### config.mk
export PLATFORM = sky130hd
export DESIGN_NAME = fetch_top
export DESIGN_NICKNAME = d
export VERILOG_FILES = /design/src/verilog/fetch_pkg.sv /design/src/verilog/pc_gen.sv /design/src/verilog/pc_queue.sv /design/src/verilog/fetch2.sv /design/src/verilog/fetch_top.sv
export SDC_FILE = /design/constraint.sdc
export NUM_CORES = 1
export LEC_CHECK = 0
export BUFFER_PORTS_ARGS = -buffer_cell sky130_fd_sc_hd__buf_2
export CAP_MARGIN = 30
export CORE_MARGIN = 2
export CORE_UTILIZATION = 50
export CTS_CLUSTER_SIZE = 30
export DETAILED_ROUTE_END_ITERATION = 12
export PLACE_DENSITY = 0.73
export SLEW_MARGIN = 5
export SYNTH_ARGS = -nofsm -noshare
export SYNTH_HDL_FRONTEND = slang
export SYNTH_SLANG_ARGS = --single-unit
### constraint.sdc
create_clock -name clk_i -period 5.4 [get_ports clk_i]
set_input_delay 0 -clock clk_i [delete_from_list [all_inputs] [get_ports clk_i]]
set_output_delay 0 -clock clk_i [all_outputs]
set_load 0.02 [all_outputs]
### src/verilog/fetch_pkg.sv
`default_nettype none

package fetch_pkg;

    // Datapath widths of the fetch front end
    localparam int PC_W    = 32;
    localparam int INSTR_W = 32;

    // First fetch address after reset
    localparam logic [PC_W-1:0] RESET_PC = 32'h0000_0000;

    // PC queue geometry
    // Depth must stay a power of two so the pointers wrap on their own
    localparam int PCQ_DEPTH = 4;
    localparam int PCQ_PTR_W = $clog2(PCQ_DEPTH);
    localparam int PCQ_CNT_W = 3;                 // Counts 0 to PCQ_DEPTH

    // The drain counter may have to cover stale requests of a redirect
    // that lands while an earlier drain is still running, so it gets one
    // more bit than the queue occupancy
    localparam int DRAIN_CNT_W = PCQ_CNT_W + 1;

    // Second fetch stage state
    typedef enum logic {
        F2_RUN   = 1'b0,                          // Pair responses with queued PCs
        F2_DRAIN = 1'b1                           // Throw away responses from before a redirect
    } fetch2_state_e;

endpackage

`default_nettype wire

### src/verilog/pc_gen.sv
`default_nettype none

// First fetch stage
// Holds the fetch PC and sends one request strobe per cycle at most. The
// request address doubles as the push value of the PC queue, so the queue
// always knows which PC each outstanding response belongs to.
module pc_gen import fetch_pkg::*; (
    input  wire             clk_i,
    input  wire             rstn_i,

    input  wire             redirect_i,
    input  wire  [PC_W-1:0] redirect_pc_i,

    input  wire             pcq_full_i,

    output logic            imem_req_o,
    output logic [PC_W-1:0] imem_addr_o
);

    logic [PC_W-1:0] pc_r;
    logic            fetch_en_r;
    logic            req;

    // Nothing is requested in a redirect cycle, the PC is reloaded instead
    // and the target goes out in the following cycle
    assign req = fetch_en_r && !pcq_full_i && !redirect_i;

    always_ff @(posedge clk_i) begin
        if (!rstn_i) begin
            pc_r       <= RESET_PC;
            fetch_en_r <= 1'b0;                   // Requests start one cycle after reset releases
        end else begin
            fetch_en_r <= 1'b1;
            if (redirect_i) begin
                pc_r <= redirect_pc_i;
            end else if (req) begin
                pc_r <= pc_r + PC_W'(4);          // Sequential fetch, no compressed instructions
            end
        end
    end

    assign imem_req_o  = req;
    assign imem_addr_o = pc_r;

endmodule

`default_nettype wire

### src/verilog/pc_queue.sv
`default_nettype none

// In-order queue of the PCs whose instructions are still in flight
// The head entry is the PC of the oldest outstanding request.
module pc_queue import fetch_pkg::*; (
    input  wire                  clk_i,
    input  wire                  rstn_i,

    input  wire                  clear_i,

    input  wire                  push_i,
    input  wire  [PC_W-1:0]      push_pc_i,

    input  wire                  pop_i,
    output logic [PC_W-1:0]      head_pc_o,

    output logic [PCQ_CNT_W-1:0] count_o,
    output logic                 empty_o,
    output logic                 full_o
);

    logic [PC_W-1:0]      pc_mem [PCQ_DEPTH];
    logic [PCQ_PTR_W-1:0] wr_ptr_r;
    logic [PCQ_PTR_W-1:0] rd_ptr_r;
    logic [PCQ_CNT_W-1:0] count_r;

    // Entries are written at the write pointer on a push
    always_ff @(posedge clk_i) begin
        if (push_i) begin
            pc_mem[wr_ptr_r] <= push_pc_i;
        end
    end

    always_ff @(posedge clk_i) begin
        if (!rstn_i || clear_i) begin
            wr_ptr_r <= '0;                       // A clear beats any push or pop
            rd_ptr_r <= '0;
            count_r  <= '0;
        end else begin
            if (push_i) begin
                wr_ptr_r <= wr_ptr_r + PCQ_PTR_W'(1);
            end
            if (pop_i) begin
                rd_ptr_r <= rd_ptr_r + PCQ_PTR_W'(1);
            end
            case ({push_i, pop_i})
                2'b10:   count_r <= count_r + PCQ_CNT_W'(1);
                2'b01:   count_r <= count_r - PCQ_CNT_W'(1);
                default: count_r <= count_r;      // Both or neither leave occupancy as is
            endcase
        end
    end

    assign head_pc_o = pc_mem[rd_ptr_r];
    assign count_o   = count_r;
    assign empty_o   = (count_r == '0);
    assign full_o    = (count_r == PCQ_CNT_W'(PCQ_DEPTH));

    // The generator must hold off while the queue is full
    a_no_push_when_full : assert property (
        @(posedge clk_i) disable iff (!rstn_i)
        push_i && full_o |-> clear_i
    ) else $error("PC queue pushed while full");

    // The second stage only pops for a response it could pair with a PC
    a_no_pop_when_empty : assert property (
        @(posedge clk_i) disable iff (!rstn_i)
        pop_i |-> !empty_o
    ) else $error("PC queue popped while empty");

endmodule

`default_nettype wire

### src/verilog/fetch2.sv
`default_nettype none

// Second fetch stage
// Takes memory responses in order, pairs each with the PC at the head of
// the PC queue and loads the pair into the decode register. After a
// redirect the responses of older requests still arrive and are dropped
// here, one per count of the drain counter.
module fetch2 import fetch_pkg::*; (
    input  wire                  clk_i,
    input  wire                  rstn_i,

    input  wire                  redirect_i,

    input  wire                  imem_rsp_valid_i,
    input  wire  [INSTR_W-1:0]   imem_rsp_data_i,
    output logic                 imem_rsp_ready_o,

    input  wire  [PC_W-1:0]      pcq_head_pc_i,
    input  wire  [PCQ_CNT_W-1:0] pcq_count_i,
    input  wire                  pcq_empty_i,
    output logic                 pcq_pop_o,

    input  wire                  dec_stall_i,
    output logic                 dec_valid_o,
    output logic [INSTR_W-1:0]   dec_instr_o,
    output logic [PC_W-1:0]      dec_pc_o
);

    fetch2_state_e          state_r;
    fetch2_state_e          state_ns;

    logic [DRAIN_CNT_W-1:0] drain_cnt_r;
    logic [DRAIN_CNT_W-1:0] drain_cnt_ns;
    logic [DRAIN_CNT_W-1:0] stale_cnt;

    logic                   dec_valid_r;
    logic                   dec_valid_ns;
    logic [INSTR_W-1:0]     dec_instr_r;
    logic [INSTR_W-1:0]     dec_instr_ns;
    logic [PC_W-1:0]        dec_pc_r;
    logic [PC_W-1:0]        dec_pc_ns;

    logic                   rsp_ready;
    logic                   rsp_fire;

    // Response ready
    // Under a stall the decode register is full and the memory must hold
    always_comb begin
        if (state_r == F2_DRAIN) begin
            rsp_ready = 1'b1;                     // Stale responses are always swallowed
        end else if (redirect_i) begin
            rsp_ready = (pcq_count_i != '0);      // Decode register is dropped anyway
        end else begin
            rsp_ready = !pcq_empty_i && (!dec_valid_r || !dec_stall_i);
        end
    end

    assign rsp_fire  = imem_rsp_valid_i && rsp_ready;
    assign pcq_pop_o = rsp_fire && (state_r == F2_RUN);

    // Requests older than a redirect that still owe a response. In F2_RUN
    // the drain counter is zero, in F2_DRAIN it adds the earlier leftovers
    assign stale_cnt = drain_cnt_r
                     + DRAIN_CNT_W'(pcq_count_i)
                     - DRAIN_CNT_W'(rsp_fire);

    always_comb begin
        state_ns     = state_r;
        drain_cnt_ns = drain_cnt_r;
        dec_valid_ns = dec_valid_r;
        dec_instr_ns = dec_instr_r;
        dec_pc_ns    = dec_pc_r;

        if (redirect_i) begin
            dec_valid_ns = 1'b0;
            drain_cnt_ns = stale_cnt;
            state_ns     = (stale_cnt != '0) ? F2_DRAIN : F2_RUN;
        end else begin
            case (state_r)
                F2_RUN: begin
                    if (rsp_fire) begin
                        dec_valid_ns = 1'b1;
                        dec_instr_ns = imem_rsp_data_i;
                        dec_pc_ns    = pcq_head_pc_i;   // Oldest PC belongs to this response
                    end else if (!dec_stall_i) begin
                        dec_valid_ns = 1'b0;            // Decode took it and nothing new came in
                    end
                end
                F2_DRAIN: begin
                    // The queue now holds only post-redirect PCs and is left alone
                    if (rsp_fire) begin
                        drain_cnt_ns = drain_cnt_r - DRAIN_CNT_W'(1);
                        if (drain_cnt_r == DRAIN_CNT_W'(1)) begin
                            state_ns = F2_RUN;
                        end
                    end
                end
                default: begin
                    state_ns = F2_RUN;
                end
            endcase
        end
    end

    always_ff @(posedge clk_i) begin
        if (!rstn_i) begin
            state_r     <= F2_RUN;
            drain_cnt_r <= '0;
            dec_valid_r <= 1'b0;
        end else begin
            state_r     <= state_ns;
            drain_cnt_r <= drain_cnt_ns;
            dec_valid_r <= dec_valid_ns;
        end
    end

    always_ff @(posedge clk_i) begin
        dec_instr_r <= dec_instr_ns;
        dec_pc_r    <= dec_pc_ns;
    end

    assign imem_rsp_ready_o = rsp_ready;
    assign dec_valid_o      = dec_valid_r;
    assign dec_instr_o      = dec_instr_r;
    assign dec_pc_o         = dec_pc_r;

    // A stale response must always have a count left to consume
    a_drain_not_at_zero : assert property (
        @(posedge clk_i) disable iff (!rstn_i)
        state_r == F2_DRAIN && rsp_fire |-> drain_cnt_r != '0
    ) else $error("Drain counter decremented at zero");

    // Pairing needs a queued PC for every response taken in F2_RUN
    a_run_fire_has_pc : assert property (
        @(posedge clk_i) disable iff (!rstn_i)
        state_r == F2_RUN && rsp_fire |-> !pcq_empty_i
    ) else $error("Response accepted with an empty PC queue");

endmodule

`default_nettype wire

### src/verilog/fetch_top.sv
`default_nettype none

// Instruction fetch front end
// The PC generator feeds the PC queue and the memory with the same address,
// the second stage pops the queue as responses come back.
module fetch_top import fetch_pkg::*; (
    input  wire                clk_i,
    input  wire                rstn_i,

    // Redirect from a later stage
    input  wire                redirect_i,
    input  wire  [PC_W-1:0]    redirect_pc_i,

    // Instruction memory request and response
    output logic               imem_req_o,
    output logic [PC_W-1:0]    imem_addr_o,
    input  wire                imem_rsp_valid_i,
    input  wire  [INSTR_W-1:0] imem_rsp_data_i,
    output logic               imem_rsp_ready_o,

    // Decode side
    input  wire                dec_stall_i,
    output logic               dec_valid_o,
    output logic [INSTR_W-1:0] dec_instr_o,
    output logic [PC_W-1:0]    dec_pc_o
);

    logic                 pcq_full;
    logic                 pcq_empty;
    logic                 pcq_pop;
    logic [PC_W-1:0]      pcq_head_pc;
    logic [PCQ_CNT_W-1:0] pcq_count;

    pc_gen pc_gen_i (
        .clk_i         (clk_i),
        .rstn_i        (rstn_i),
        .redirect_i    (redirect_i),
        .redirect_pc_i (redirect_pc_i),
        .pcq_full_i    (pcq_full),
        .imem_req_o    (imem_req_o),
        .imem_addr_o   (imem_addr_o)
    );

    // Every request strobe is a push of its address
    pc_queue pc_queue_i (
        .clk_i     (clk_i),
        .rstn_i    (rstn_i),
        .clear_i   (redirect_i),
        .push_i    (imem_req_o),
        .push_pc_i (imem_addr_o),
        .pop_i     (pcq_pop),
        .head_pc_o (pcq_head_pc),
        .count_o   (pcq_count),
        .empty_o   (pcq_empty),
        .full_o    (pcq_full)
    );

    fetch2 fetch2_i (
        .clk_i            (clk_i),
        .rstn_i           (rstn_i),
        .redirect_i       (redirect_i),
        .imem_rsp_valid_i (imem_rsp_valid_i),
        .imem_rsp_data_i  (imem_rsp_data_i),
        .imem_rsp_ready_o (imem_rsp_ready_o),
        .pcq_head_pc_i    (pcq_head_pc),
        .pcq_count_i      (pcq_count),
        .pcq_empty_i      (pcq_empty),
        .pcq_pop_o        (pcq_pop),
        .dec_stall_i      (dec_stall_i),
        .dec_valid_o      (dec_valid_o),
        .dec_instr_o      (dec_instr_o),
        .dec_pc_o         (dec_pc_o)
    );

endmodule

`default_nettype wire

-- After elaboration in Yosys (flattened, before gate mapping)
Memories as Yosys holds them, arrays and structs flattened. A register that Yosys moved wholly into a read port is not among the register bits.
Index checks and enable logic that the tools add are counted.
- shift operators: 0
- magnitude comparators: 0
- divide/modulo/power cells: 0
- muxes and demuxes: 18
- $add $sub $neg: 8
- reduce and logical (&&, ||, !) cells: 24
- bitwise gates (word level): 3
- equality and inequality tests: 5
- multiply operators: 0
- operator list (cell ; count):
    2-to-1 mux 32 bit ; 2
    adder 32 x 3 -> 32 bit (second input constant) ; 1
    2-to-1 mux 1 bit ; 12
    2-to-1 mux 4 bit ; 3
    nonzero test 2 bit ; 4
    zero test 1 bit ; 6
    case mux 3 bit (2 select lines) ; 1
    logical AND 1 bit ; 5
    adder 2 x 1 -> 2 bit (second input constant) ; 2
    adder 4 x 3 -> 4 bit ; 1
    equality test 4 x 1 -> 1 bit (second input constant) ; 1
    AND reduction 2 bit ; 2
    nonzero test 4 bit ; 1
    subtractor 4 x 1 -> 4 bit ; 1
    subtractor 4 x 1 -> 4 bit (second input constant) ; 1
    adder 3 x 1 -> 3 bit (second input constant) ; 1
    equality test 3 bit (second input constant) ; 1
    zero test 3 bit ; 1
    NOT 1 bit ; 3
    AND reduction 3 bit ; 1
    nonzero test 3 bit ; 1
    subtractor 3 x 1 -> 3 bit (second input constant) ; 1
    equality test 2 x 1 -> 1 bit (second input constant) ; 1
    equality test 2 bit (second input constant) ; 1
    other kinds (3) ; 4
- input port bits: 69
- memories: 1
- memory bits (read-only): 0
- output and inout port bits: 99
- word-level logic and storage cells: 68
- RAM bits: 128
- bits in registers: 78
- latch bits: 0
- memories (name ; words ; bits a word ; read ports ; clocked after memory_dff ; wr ports ; RTL line ; RTL):
    pc_queue_i.pc_mem ; 4 ; 32 ; 1 ; 1 ; 1 ; pc_queue.sv:22 ; logic [PC_W-1:0] pc_mem [PCQ_DEPTH];

-- Depth between registers and ports, before layout
- depth after elaboration: 10
- mapped depth: 11
- depth with buffers taken out: 10

-- By module
A second synthesis with hierarchy kept.
- cell total of the unflattened synthesis: 582
- area, all modules: 9464.1 µm²
- modules (own cells, without submodules) (module ; sequential area each (µm²) ; area each (µm²) ; instances ; cells each):
    pc_queue ; 4023.9 ; 5098.6 ; 1 ; 215
    fetch2 ; 2042.0 ; 2471.1 ; 1 ; 134
    pc_gen ; 660.6 ; 1894.3 ; 1 ; 233

-- Worst setup path after synthesis
OpenSTA, ideal clock, no wires.
- path type: register -> register
- from: register pc_queue_i.count_r[0], in the netlist pc_queue_i.count_o[0]
- to: register fetch2_i.dec_instr_r[0], in the netlist fetch2_i.dec_instr_o[0] (enable)
- cell stages (with the launch flop): 4
- clock period less this slack: 3.826 ns
- path slack: 1.574 ns
- required time: 4.914 ns
- buffers on the path: 0
- data arrival time: 3.339 ns
- setup time: 0.486 ns
- cell sequence: dfxtp_1 -> or3_1 -> nand3_1 -> nor2_1
- longest elaborated chain between the ends: 7
- RTL lines (what ; RTL line ; RTL):
    from (decl) ; pc_queue.sv:25 ; logic [PCQ_CNT_W-1:0] count_r;
    from (signal assigned) ; pc_queue.sv:47 ; 2'b10: count_r <= count_r + PCQ_CNT_W'(1);
    from (signal assigned) ; pc_queue.sv:48 ; 2'b01: count_r <= count_r - PCQ_CNT_W'(1);
    from (signal assigned) ; pc_queue.sv:49 ; default: count_r <= count_r;
    zero test 3 bit ; pc_queue.sv:56 ; assign empty_o = (count_r == '0);
    zero test 1 bit ; fetch2.sv:54 ; rsp_ready = !pcq_empty_i && (!dec_valid_r || !dec_stall_i);
    logical AND 1 bit ; fetch2.sv:54 ;
    2-to-1 mux 1 bit * ; fetch2.sv:51 ; end else if (redirect_i) begin
    2-to-1 mux 1 bit * ; fetch2.sv:49 ; if (state_r == F2_DRAIN) begin
    logical AND 1 bit * ; fetch2.sv:58 ; assign rsp_fire = imem_rsp_valid_i && rsp_ready;
    AND reduction 3 bit (no source line) * ; - ;
    to (signal assigned) ; fetch2.sv:118 ; dec_instr_r <= dec_instr_ns;
    to (decl) ; fetch2.sv:38 ; logic [INSTR_W-1:0] dec_instr_r;
Mark *: on every way between the ends. The rest lies on a longest branch, timed or not.
A chain may end at the register's enable or synchronous reset.

-- Worst setup path in the final report
- from: register pc_queue_i.count_r[2], in the netlist pc_queue_i.count_o[2]
- to: register pc_queue_i.count_r[2], in the netlist pc_queue_i.count_o[2]
- longest elaborated chain between the ends: 9
- RTL lines (what ; RTL line ; RTL):
    zero test 3 bit ; pc_queue.sv:56 ;
    zero test 1 bit ; fetch2.sv:54 ;
    logical AND 1 bit ; fetch2.sv:54 ;
    2-to-1 mux 1 bit ; fetch2.sv:51 ;
    2-to-1 mux 1 bit ; fetch2.sv:49 ;
    logical AND 1 bit ; fetch2.sv:58 ;
    logical AND 1 bit ; fetch2.sv:59 ; assign pcq_pop_o = rsp_fire && (state_r == F2_RUN);
    equality test 2 x 1 -> 1 bit / equality test 2 bit (equally long branches) ; pc_queue.sv:46 ; case ({push_i, pop_i})
    case mux 3 bit (2 select lines) / nonzero test 2 bit (equally long branches) ; - ;
Several ways; a longest one is shown, not always the timed one.

==> flow_summary.toml <==
[logic_synthesis]
synth_top_family_by_area = "simple AND/OR/NAND/NOR gates"
netlist_area_um2 = 9370
async_reset_ff_share_pct = 0
synthAdderAreaFrac_pct = 2.30
synthSimpleGateAreaFrac_pct = 8.42
synth_compound_area_share_pct = 6.10
synth_edf_count = 192
synth-main-ff-cell = "edfxtp_1"
synth_xor_area_share_pct = 1.59
yosysSeqAreaShare_pct = 71.3
ys_seq_elements = 238
synthDistinctLibCells = 54
synthCells = 587
syn-num-nets = 672
ys.warnings.count = 0
synthMuxAreaShare_pct = 7.90
syn_avg_cell_area_um2 = 16.0

[setup_path]
cp_num_cells = 10
crit_slowest_cell = "or3b_2"
crit_fanout = 18
worstSetupStartpointType = "flop"
endpoint_kind = "flop"
crit_buf_inv = 2
r2r.worst_path.cells = 10
crit_chain = "or3b_2 -> nand2_1 -> nor2_1 -> inv_1 -> ha_1 -> inv_1 -> fa_1 -> xor2_1 -> or3_1 -> a21oi_1"
critPathArrivalTime_ns = 3.66
slowest_delay_ns = 0.62
crit_type = "flop to flop"
cp_top_family = "simple AND/OR/NAND/NOR gates"
crit_top_cell = "inv_1"
crit_required_ns = 5.83
r2r_setup_slack_ns = 2.17

[clock_tree]
cts.path.max_buffers = 3
cts_resized = 0
cts.clk_slew.worst_paths_ns = 0.06
clock_sinks = 238
cts-root-buf = "clkbuf_16"
htree_levels = 1
cts_buffers = 25
clock_latency_ns = 0.51
tritoncts = "done"

[floorplanning]
initial_core_util_pct = 50.6
fp.coreArea_um2 = 18500
pin_count = 168
die-area_um2 = 19900
die_y_um = 141
die_w_um = 141
row_count = 50

[sta]
finClkSkew_ns = 0.0128
fin_crit_ns = 3.23
hold_violations = 0
fmax_ghz = 0.309
rsz0062_at_grt = "false"
setup_tns_ns = 0
relSlewSlack_pct = 42.9
period_share_pct = 59.9
setup_viol = 0
drv_slew = 0
worst_slew_pin_slew_ns = 0.856

[hold_path]
min_path_cells = 3
min_path_type = "input port to flop"

[job]
max_cap_viol_count = 0

[detailed_routing]
drc = 0
drtIter0Drc = 397
ant_nets = 0
wl_mm = 21.1
post_drt_wl_per_cell_um = 19.6
routed_via_density = 5.64
vias = 6067
drtPass1Iterations = 5

[power]
pwr-share-seq_pct = 50.3
switching_power_uw = 874
p_int_uw = 3300
switching_share_pct = 21.0
irDropWorstVdd_mv = 0.179
p_clk_share_pct = 42.9
combPwrFrac_pct = 6.8
power_uw = 4170
leakagePower_uw = 0.00429
p_per_area_nw_per_um2 = 348

[global_routing]
grtUsageTotal_pct = 21.1
grt_pass1_wl_mm = 33.0
grt_use_met3_pct = 3.43
antenna_found_initial = 0
grt.overflow.total = 0
grt_pass1_vias = 6107
grtUsageMet1_pct = 28.1
globalRouteMet2Util_pct = 35.4
grt_max_degree = 65
top_usage_layer = "met2"

[outcome]
outcome = "finished clean"

[final_layout]
diodes = 0
fillCellCount = 1297
post-route-util_pct = 64.7
layout-drive-gt1-share_pct = 30.2
areaGrowthSynthToFinish_pct = 27.8
fin_nets = 910

[placement]
hpwl_mm = 13.4
io_buffers = 167
place_congestion = 0.855
-- worst reg2reg max path, stage by stage (launching register included) --
cell and delay [ns]:
dfxtp_1 0.40, or3b_2 0.62, nand2_1 0.54, nor2_1 0.21, inv_1 0.10, ha_1 0.19, inv_1 0.06, fa_1 0.38
xor2_1 0.17, or3_1 0.33, a21oi_1 0.14
-- through the flow --
| step | cells | setup WS [ns] | cell area [µm²] | hold slack (ns) |
|---|---|---|---|---|
| 2_1_floorplan | 587 | 1.57 | 9370 | 0.0277 |
| 6_report | 1075 | 2.17 | 12000 | 0.0615 |
| 3_5_place_dp | 965 | 2.23 | 10400 | 0.178 |
| 4_1_cts | 1075 | 2.19 | 12000 | 0.0404 |
| 3_3_place_gp | 965 | 2.38 | 10400 | 0.177 |
| 5_1_grt | 1075 | 1.92 | 12000 | 0.108 |
-- synthesized netlist by cell type (2+ instances only) --
cell type | number | area [µm²]
a211oi_1 | 5 | 37.5
a21o_1 | 2 | 15.0
a21oi_1 | 14 | 70.1
a311oi_1 | 4 | 35.0
a31oi_1 | 15 | 93.8
and2_1 | 10 | 62.6
and3_1 | 5 | 31.3
and4_1 | 4 | 35.0
buf_1 | 2 | 7.51
buf_2 | 7 | 35.0
clkbuf_1 | 22 | 82.6
dfxtp_1 | 46 | 921
edfxtp_1 | 192 | 5770
fa_1 | 2 | 40.0
ha_1 | 14 | 175
inv_1 | 24 | 90.1
mux2i_1 | 2 | 20.0
mux4_2 | 32 | 721
nand2_1 | 17 | 63.8
nand3_1 | 20 | 100
nand4_1 | 11 | 68.8
nor2_1 | 21 | 78.8
nor2b_1 | 3 | 18.8
nor3_1 | 6 | 30.0
nor4_1 | 4 | 25.0
o2111ai_1 | 2 | 17.5
o211ai_1 | 2 | 15.0
o21a_1 | 2 | 15.0
o21ai_0 | 25 | 125
o221ai_1 | 3 | 26.3
o311ai_0 | 3 | 26.3
o31ai_1 | 8 | 60.1
or3_1 | 10 | 62.6
or4_1 | 13 | 97.6
xnor2_1 | 6 | 52.6
xor2_1 | 11 | 96.3
-- cell usage in the layout, fill, tap and decap left out, types with 11 or more instances in the layout --
| cell | netlist | routed |
|---|---|---|
| xor2_1 | 11 | 11 |
| dfxtp_1 | 46 | 45 |
| mux4_2 | 32 | 32 |
| clkbuf_16 | 0 | 25 |
| a21oi_1 | 14 | 14 |
| nand3_1 | 20 | 20 |
| ha_1 | 14 | 14 |
| nand2_1 | 17 | 17 |
| nor2_1 | 21 | 20 |
| edfxtp_1 | 192 | 192 |
| nand4_1 | 11 | 11 |
| dlygate4sd3_1 | 0 | 67 |
| inv_1 | 24 | 24 |
| buf_2 | 7 | 167 |
| or4_1 | 13 | 13 |
| a31oi_1 | 15 | 15 |
| o21ai_0 | 25 | 25 |
-- power by group through the flow --
stage          Clock (µW)  Sequential [µW]  Combinational (µW)
6_report             1790             2100                 284
5_1_grt              1880             2110                 312
4_1_cts              1820             2100                 285
3_5_place_dp            0             2140                 245
3_3_place_gp            0             2130                 239
2_1_floorplan           0             2140                 134
-- logic make-up (layout without fill, tap and decap cells) --
| logic type | after synthesis | in the layout |
|---|---|---|
| multiplexers | 34 | 34 |
| adder cells (fa/ha/maj) | 16 | 16 |
| AND/OR/NAND/NOR | 137 | 137 |
| XOR/XNOR | 17 | 17 |
| AO/OA/AOI/OAI | 89 | 89 |
| buffers and inverters | 56 | 310 |
| flip-flops | 238 | 238 |
-- worst paths after layout --
kind / from / to
setup / recovery: pc_queue_i.count_o[2] / pc_queue_i.count_o[2]
hold / removal: redirect_i / fetch2_i.drain_cnt_r[2]
setup reg to reg: pc_queue_i.count_o[2] / pc_queue_i.count_o[2]
hold reg to reg: pc_queue_i.wr_ptr_r[1] / pc_queue_i.wr_ptr_r[1]
-- timing repair --
item,4_1_cts,5_1_grt
hold endpoints to repair,70,0
setup endpoints to repair,0,0
buffers inserted,0,0
hold buffers,67,0
-- metal layers --
layer	wire length, µm	up-vias
met3	1340	57
met5	0	-
met2	10300	257
met1	8780	2960
li1	-	2793
met4	682	0
-- sequential cells by signal (all words and copies together) (netlist names), 2 cells and up --
name,count
pc_queue_i.rd_ptr_r,2
fetch2_i.dec_instr_o,32
pc_gen_i.imem_addr_o,32
pc_queue_i.wr_ptr_r,2
pc_queue_i.pc_mem,128
fetch2_i.drain_cnt_r,4
fetch2_i.dec_pc_o,32
pc_queue_i.count_o,3
-- cell type report --
| type | count | area [µm²] | area share, % |
|---|---|---|---|
| multi-input combinational | 293 | 2470 | 20.6 |
| clock buffer | 25 | 626 | 5.22 |
| timing repair buffer | 242 | 1570 | 13.1 |
| sequential | 238 | 6690 | 55.8 |
| inverter | 25 | 93.8 | 0.783 |
| clock inverter | 18 | 239 | 1.99 |
| tap | 234 | 293 | 2.44 |
(Power assumes the default switching activity.)
